## config.mk

```make
export PLATFORM = sky130hd
export DESIGN_NAME = arith_unit
export DESIGN_NICKNAME = d
export VERILOG_FILES = /design/src/common/arith_pkg.sv /design/src/verilog/arith_unit.sv /design/src/div/signed_div.sv /design/src/div/div_iter.sv /design/src/mult/mult_pipe.sv
export SDC_FILE = /design/constraint.sdc
export NUM_CORES = 2
export LEC_CHECK = 0
export ABC_AREA = 1
export BUFFER_PORTS_ARGS = -buffer_cell sky130_fd_sc_hd__buf_2
export CORE_MARGIN = 4
export CORE_UTILIZATION = 65
export CTS_CLUSTER_SIZE = 25
export DETAILED_ROUTE_END_ITERATION = 6
export PLACE_DENSITY = 0.79
export SYNTH_ARGS = -nofsm -noshare
export SYNTH_HDL_FRONTEND = slang
export SYNTH_SLANG_ARGS = --single-unit
```

## constraint.sdc

```tcl
create_clock -name clk -period 24.3 [get_ports clk]
set_input_delay 1.215 -clock clk [delete_from_list [all_inputs] [get_ports clk]]
set_output_delay 1.215 -clock clk [all_outputs]
set_load 0.01 [all_outputs]
```

## src/common/arith_pkg.sv

```systemverilog
/*
  Shared widths, word types and request/response formats
  for the multiply/divide unit
*/
`default_nettype none

package arith_pkg;

  // Q16.16 split of one word
  localparam int int_w  = 16;
  localparam int frac_w = 16;
  localparam int word_w = int_w + frac_w;

  typedef logic [word_w-1:0]   word_t;
  typedef logic [2*word_w-1:0] dword_t;

  typedef logic [1:0] op_t;

  localparam op_t op_mul   = 2'd0;
  localparam op_t op_fxmul = 2'd1;
  localparam op_t op_div   = 2'd2;

  typedef struct packed {
    op_t   op;
    logic  is_signed;
    word_t a;
    word_t b;
  } arith_req_t;

  typedef struct packed {
    word_t lo;  // product or quotient
    word_t hi;  // remainder, zero for multiplies
  } arith_rsp_t;

  typedef enum logic [1:0] {
    idle,
    run,
    finish
  } div_state_e;

  typedef logic [$clog2(word_w+1)-1:0] div_count_t;

endpackage

`default_nettype wire
```

## src/verilog/arith_unit.sv

```systemverilog
/*
  Multiply/divide unit top level, routes a request to the
  multiplier or the divider and returns the selected result
*/
`timescale 1ns/1ps
`default_nettype none

module arith_unit import arith_pkg::*; (
  input  logic       clk,
  input  logic       reset,
  input  logic       go,
  input  arith_req_t req,
  output logic       done,
  output arith_rsp_t rsp
);

  logic  is_mul;
  logic  is_fixed;
  logic  is_div;
  logic  mult_go;
  logic  div_go;
  logic  mult_done;
  logic  div_done;
  word_t product;
  word_t quotient;
  word_t remainder;

  assign is_fixed = (req.op == op_fxmul);
  assign is_mul   = (req.op == op_mul) || is_fixed;
  assign is_div   = (req.op == op_div);
  assign mult_go  = go & is_mul;
  assign div_go   = go & is_div;

  mult_pipe mult_pipe_inst (
    .clk       (clk),
    .reset     (reset),
    .go        (mult_go),
    .is_signed (req.is_signed),
    .fixed     (is_fixed),
    .a         (req.a),
    .b         (req.b),
    .product   (product),
    .done      (mult_done)
  );

  signed_div signed_div_inst (
    .clk       (clk),
    .reset     (reset),
    .go        (div_go),
    .is_signed (req.is_signed),
    .a         (req.a),
    .b         (req.b),
    .quotient  (quotient),
    .remainder (remainder),
    .done      (div_done)
  );

  // Unused op code never completes
  always_comb begin
    done   = is_div ? div_done : (is_mul & mult_done);
    rsp.lo = is_div ? quotient : product;
    rsp.hi = is_div ? remainder : '0;
  end

endmodule

`default_nettype wire

```

## src/div/signed_div.sv

```systemverilog
/*
  Signed/unsigned divider around the unsigned core, C-style results
  and a fixed answer for division by zero
*/
`timescale 1ns/1ps
`default_nettype none

module signed_div import arith_pkg::*; (
  input  logic  clk,
  input  logic  reset,
  input  logic  go,
  input  logic  is_signed,
  input  word_t a,
  input  word_t b,
  output word_t quotient,
  output word_t remainder,
  output logic  done
);

  logic  neg_a;
  logic  neg_b;
  logic  div_zero;
  word_t abs_a;
  word_t abs_b;
  word_t quo_raw;
  word_t rem_raw;

  assign neg_a    = is_signed & a[word_w-1];
  assign neg_b    = is_signed & b[word_w-1];
  assign div_zero = (b == '0);
  assign abs_a    = neg_a ? -a : a;
  assign abs_b    = neg_b ? -b : b;

  div_iter div_iter_inst (
    .clk       (clk),
    .reset     (reset),
    .go        (go),
    .dividend  (abs_a),
    .divisor   (abs_b),
    .quotient  (quo_raw),
    .remainder (rem_raw),
    .done      (done)
  );

  // Truncation toward zero, remainder follows the dividend's sign
  always_comb begin
    if (div_zero) begin
      quotient  = '1;
      remainder = a;
    end else begin
      quotient  = (neg_a ^ neg_b) ? -quo_raw : quo_raw;
      remainder = neg_a ? -rem_raw : rem_raw;
    end
  end

endmodule

`default_nettype wire

```

## src/div/div_iter.sv

```systemverilog
/*
  Unsigned restoring divider, one quotient bit per cycle,
  driven by a go/done handshake
*/
`timescale 1ns/1ps
`default_nettype none

module div_iter import arith_pkg::*; (
  input  logic  clk,
  input  logic  reset,
  input  logic  go,
  input  word_t dividend,
  input  word_t divisor,
  output word_t quotient,
  output word_t remainder,
  output logic  done
);

  typedef logic [2*word_w-2:0] shift_t;

  div_state_e state;
  div_count_t count;
  word_t      rem;
  word_t      quo;
  word_t      mask;
  shift_t     div_sh;
  logic       fits;

  assign fits = div_sh <= shift_t'(rem);

  always_ff @(posedge clk) begin
    if (reset || !go) begin
      state <= idle;
      done  <= 1'b0;
    end else begin
      case (state)
        idle: begin
          if (dividend == '0) begin
            state <= finish;
            done  <= 1'b1;
          end else begin
            state <= run;
          end
        end
        run: begin
          if (count == div_count_t'(word_w - 1))
            state <= finish;
        end
        finish: done <= 1'b1;
        default: state <= idle;
      endcase
    end
  end

  // A zero divisor passes every compare, so the quotient fills with ones
  // and the remainder keeps the dividend
  always_ff @(posedge clk) begin
    if (go) begin
      case (state)
        idle: begin
          rem    <= dividend;
          quo    <= '0;
          mask   <= {1'b1, {(word_w-1){1'b0}}};
          div_sh <= shift_t'(divisor) << (word_w - 1);
          count  <= '0;
          if (dividend == '0) begin
            quotient  <= '0;
            remainder <= '0;
          end
        end
        run: begin
          if (fits) begin
            rem <= rem - div_sh[word_w-1:0];
            quo <= quo | mask;
          end
          div_sh <= div_sh >> 1;
          mask   <= mask >> 1;
          count  <= count + 1'b1;
        end
        finish: begin
          quotient  <= quo;
          remainder <= rem;
        end
        default: ;
      endcase
    end
  end

endmodule

`default_nettype wire

```

## src/mult/mult_pipe.sv

```systemverilog
/*
  Three-stage multiplier for integer and Q16.16 words,
  signed or unsigned, with a go/done handshake
*/
`timescale 1ns/1ps
`default_nettype none

module mult_pipe import arith_pkg::*; (
  input  logic  clk,
  input  logic  reset,
  input  logic  go,
  input  logic  is_signed,
  input  logic  fixed,
  input  word_t a,
  input  word_t b,
  output word_t product,
  output logic  done
);

  word_t      a_q;
  word_t      b_q;
  logic       signed_q;
  logic       fixed_q;
  logic       fixed_qq;
  dword_t     a_ext;
  dword_t     b_ext;
  dword_t     full_q;
  logic [2:0] done_chain;

  // Stage 1 registers the operands and the mode bits
  always_ff @(posedge clk) begin
    if (go) begin
      a_q      <= a;
      b_q      <= b;
      signed_q <= is_signed;
      fixed_q  <= fixed;
    end
  end

  // With both operands extended to 64 bits the low 64 product bits
  // are right for signed and unsigned alike
  always_comb begin
    a_ext = {{word_w{signed_q & a_q[word_w-1]}}, a_q};
    b_ext = {{word_w{signed_q & b_q[word_w-1]}}, b_q};
  end

  // Stage 2 holds the full product
  always_ff @(posedge clk) begin
    if (go) begin
      full_q   <= a_ext * b_ext;
      fixed_qq <= fixed_q;
    end
  end

  // Stage 3 picks the low word or the Q16.16 middle word
  always_ff @(posedge clk) begin
    if (go) begin
      if (fixed_qq)
        product <= full_q[frac_w +: word_w];
      else
        product <= full_q[word_w-1:0];
    end
  end

  // One bit per stage, cleared as soon as go drops
  always_ff @(posedge clk) begin
    if (reset || !go)
      done_chain <= '0;
    else
      done_chain <= {done_chain[1:0], 1'b1};
  end

  assign done = done_chain[2];

endmodule

`default_nettype wire

```

==> flow_metrics.py <==
metrics = {
    "run_status": {
        "status": "complete, but fails checks",
        "violations": "design-rule violations",
    },
    "synth": {
        "synthMostInstantiatedCell": "inv_1",
        "synth_top_flop_cell": "edfxtp_1",
        "syn-mean-instance-area_um2": 8.31,
        "netlist_top_cells_area": "fa_1 (33%), edfxtp_1 (22%), inv_1 (12%)",
        "yosys.area.top_type": "fa_1",
        "synth_warnings": 0,
        "synth_seq_area_share_pct": 22.1,
        "synth_edf_count": 376,
        "synth.distinct_cells": 57,
        "synth_top_area_share_pct": 33.2,
        "ys_seq_elements": 382,
        "syn_nets": 7400,
        "syn_area_mm2": 0.0517,
        "synth_cells": 6224,
        "async_reset_ff_share_pct": 0,
        "ys_top_cells_by_count": "inv_1 (1691), nand2_1 (1432), fa_1 (858), nor2_1 (412), edfxtp_1 (376)",
    },
    "cts": {
        "path_clk_slew_ns": 0.07,
        "postCtsSetupRepairBufs": 0,
        "root_buffer": "clkbuf_16",
        "cts_buffers": 38,
        "cts_buffer_depth": 3,
        "cts.sinks": 382,
        "cts_hold_buffers": 0,
        "clock_latency_ns": 0.56,
        "ctsResizeCount": 0,
        "cts_tree": "done",
        "cts_max_level": 2,
    },
    "global_routing": {
        "grt_max_degree": 96,
        "antenna_found_initial": 2,
        "grt_pass1_vias": 42900,
        "overflow": 0,
        "grt_pass1_wl_mm": 228,
        "grt_use_total_pct": 34.2,
    },
    "floorplanning": {
        "die_area_mm2": 0.0842,
        "die_y_um": 290,
        "row_count": 103,
        "core_mm2": 0.0790,
        "fp.dieW_um": 290,
        "pin_count": 135,
        "start_util_pct": 65.5,
    },
    "placed_design": {
        "dp_cells": 7202,
        "finalWeightedCongestion": 1.02,
        "io_buffers": 134,
        "dpl.hpwl_mm": 110,
    },
    "drt": {
        "firstDrtPassIters": 7,
        "drtAntennaViolNets": 0,
        "drc_errors": 2,
        "wirelength_mm": 141,
        "wire_per_inst_um": 19.4,
        "num_vias": 40400,
        "via_per_inst": 5.56,
        "dr.first_iter.drc_count": 3220,
    },
    "finish": {
        "diodes": 0,
        "fin_cells": 7268,
        "nNetsFinal": 7368,
        "synthToLayoutAreaGrowth_pct": 5.34,
        "drive_above_1_share_pct": 5.34,
        "num-fill-cells": 6287,
    },
    "worst_setup_path": {
        "max_stage_delay_ns": 0.56,
        "path_max_fanout": 29,
        "critPathTopFamily": "adder cells",
        "reg2reg_from": "mult_pipe_inst.a_q[19]$_DFFE_PP_",
        "crit_path_top_delay_cell": "fa_1",
        "cp.arrival_ns": 8.06,
        "crit_start": "mult_pipe_inst.a_q[19]$_DFFE_PP_",
        "start_kind": "flip-flop",
        "worst-setup-path-type": "flip-flop to flip-flop",
        "critPathBufInv": 8,
        "worstPathRequired_ns": 24.62,
        "r2r_slack_ns": 16.56,
        "end_kind": "flip-flop",
    },
    "timing": {
        "rsz0062_at_grt": "no",
        "setup_violations": 0,
        "finalCriticalPeriod_ns": 7.74,
        "max_freq_mhz": 129,
        "slew_headroom_pct": 32.6,
        "worst_pin_slew_ns": 1.01,
        "finalCritPeriodShare_pct": 31.8,
        "finalClockSkew_ns": 0.0200,
        "slew_viol_final": 0,
        "hold_viol": 0,
        "tns_ns": 0,
    },
    "run": {
        "maxCapViolCount": 0,
    },
    "worst_hold_path": {
        "hold_start": "mult_pipe_inst.done_chain[1]$_SDFF_PN0_",
        "hold_class": "flip-flop to flip-flop",
    },
}
[layout by cell type (no fill, tap or decap), drive strengths merged, types with 7 or more instances in the layout]
master	n
a21o	13
a21oi	184
a31oi	34
buf	207
clkbuf	43
clkinv	14
edfxtp	376
fa	858
ha	248
inv	1701
nand2	1441
nand3	131
nand3b	20
nand4	31
nor2	429
nor3	33
nor4	18
o211ai	20
o21a	7
o21ai	184
o21bai	10
o22ai	9
o31ai	7
or2	17
xnor2	45
xor2	104
[area by class of cell]
| class | count | area (µm²) | share of cell area (%) |
|---|---|---|---|
| Multi-Input combinational cell | 3866 | 32900 | 60.4 |
| Inverter | 1697 | 6370 | 11.7 |
| Clock buffer | 43 | 991 | 1.82 |
| Clock inverter | 23 | 259 | 0.475 |
| Sequential cell | 382 | 11400 | 20.9 |
| Timing Repair Buffer | 207 | 1220 | 2.24 |
| Tap cell | 1050 | 1310 | 2.41 |
[cell families (layout without fill, tap and decap cells)]
kind of cell / count (synthesis) / in the layout / share of synthesized area, %
compound gates: 484 / 484 / 5.21
xor+xnor: 149 / 149 / 2.52
buf+inv: 1976 / 1970 / 14.4
flops: 382 / 382 / 22.1
fa+ha+maj: 1106 / 1106 / 39.2
simple gates: 2127 / 2127 / 16.6
[path summary, 6_finish.rpt]
| path | endpoint | cells past startpoint |
|---|---|---|
| max | mult_pipe_inst.full_q[40]$_DFFE_PP_ | 29 |
| max reg2reg | mult_pipe_inst.full_q[40]$_DFFE_PP_ | 29 |
| min | mult_pipe_inst.done_chain[2]$_SDFF_PN0_ | 2 |
| min reg2reg | mult_pipe_inst.done_chain[2]$_SDFF_PN0_ | 2 |
[stage by stage]
stage                     util (%)  setup slack [ns]  cell area (µm²)  hold WS (ns)
after detailed placement      67.4             16.60            53300         0.403
after floorplan                  -             12.75            51700         0.394
final                         69.0             16.56            54500         0.410
after global placement        67.4             16.72            53300         0.400
after global routing          69.0             16.09            54500         0.436
after CTS                     69.0             16.56            54500         0.413
[per-layer routing]
layer	vias to the layer above	wire length, µm	GRT usage [%]	share of wire [%]
met1	19800	52600	43.2	37
met3	521	10800	4.41	7.7
met4	2	8700	17.6	6.2
met5	-	13	0	0.0092
met2	1900	68800	58.2	49
li1	18200	-	-	-
[tightest hold or removal path, stage by stage (launching register included)]
cell	delay, ns
dfxtp_1	0.30
inv_1	0.04
nor2_1	0.03
[state kept, by name, indices dropped and copies added, names as in the netlist]
signal and flops:
signed_div_inst.div_iter_inst.state 2, mult_pipe_inst.signed_q 1, signed_div_inst.div_iter_inst.quo 32, mult_pipe_inst.done_chain 3, signed_div_inst.div_iter_inst.remainder 32, mult_pipe_inst.b_q 32
mult_pipe_inst.product 32, signed_div_inst.div_iter_inst.rem 32, signed_div_inst.div_iter_inst.mask 32, signed_div_inst.div_iter_inst.done 1, signed_div_inst.div_iter_inst.count 6, mult_pipe_inst.a_q 32
mult_pipe_inst.fixed_q 1, mult_pipe_inst.fixed_qq 1, mult_pipe_inst.full_q 48, signed_div_inst.div_iter_inst.div_sh 63, signed_div_inst.div_iter_inst.quotient 32
Power is left out: the tool's default activity adds up to more than one toggle a clock period on the data nets, which glitch-free logic cannot reach.
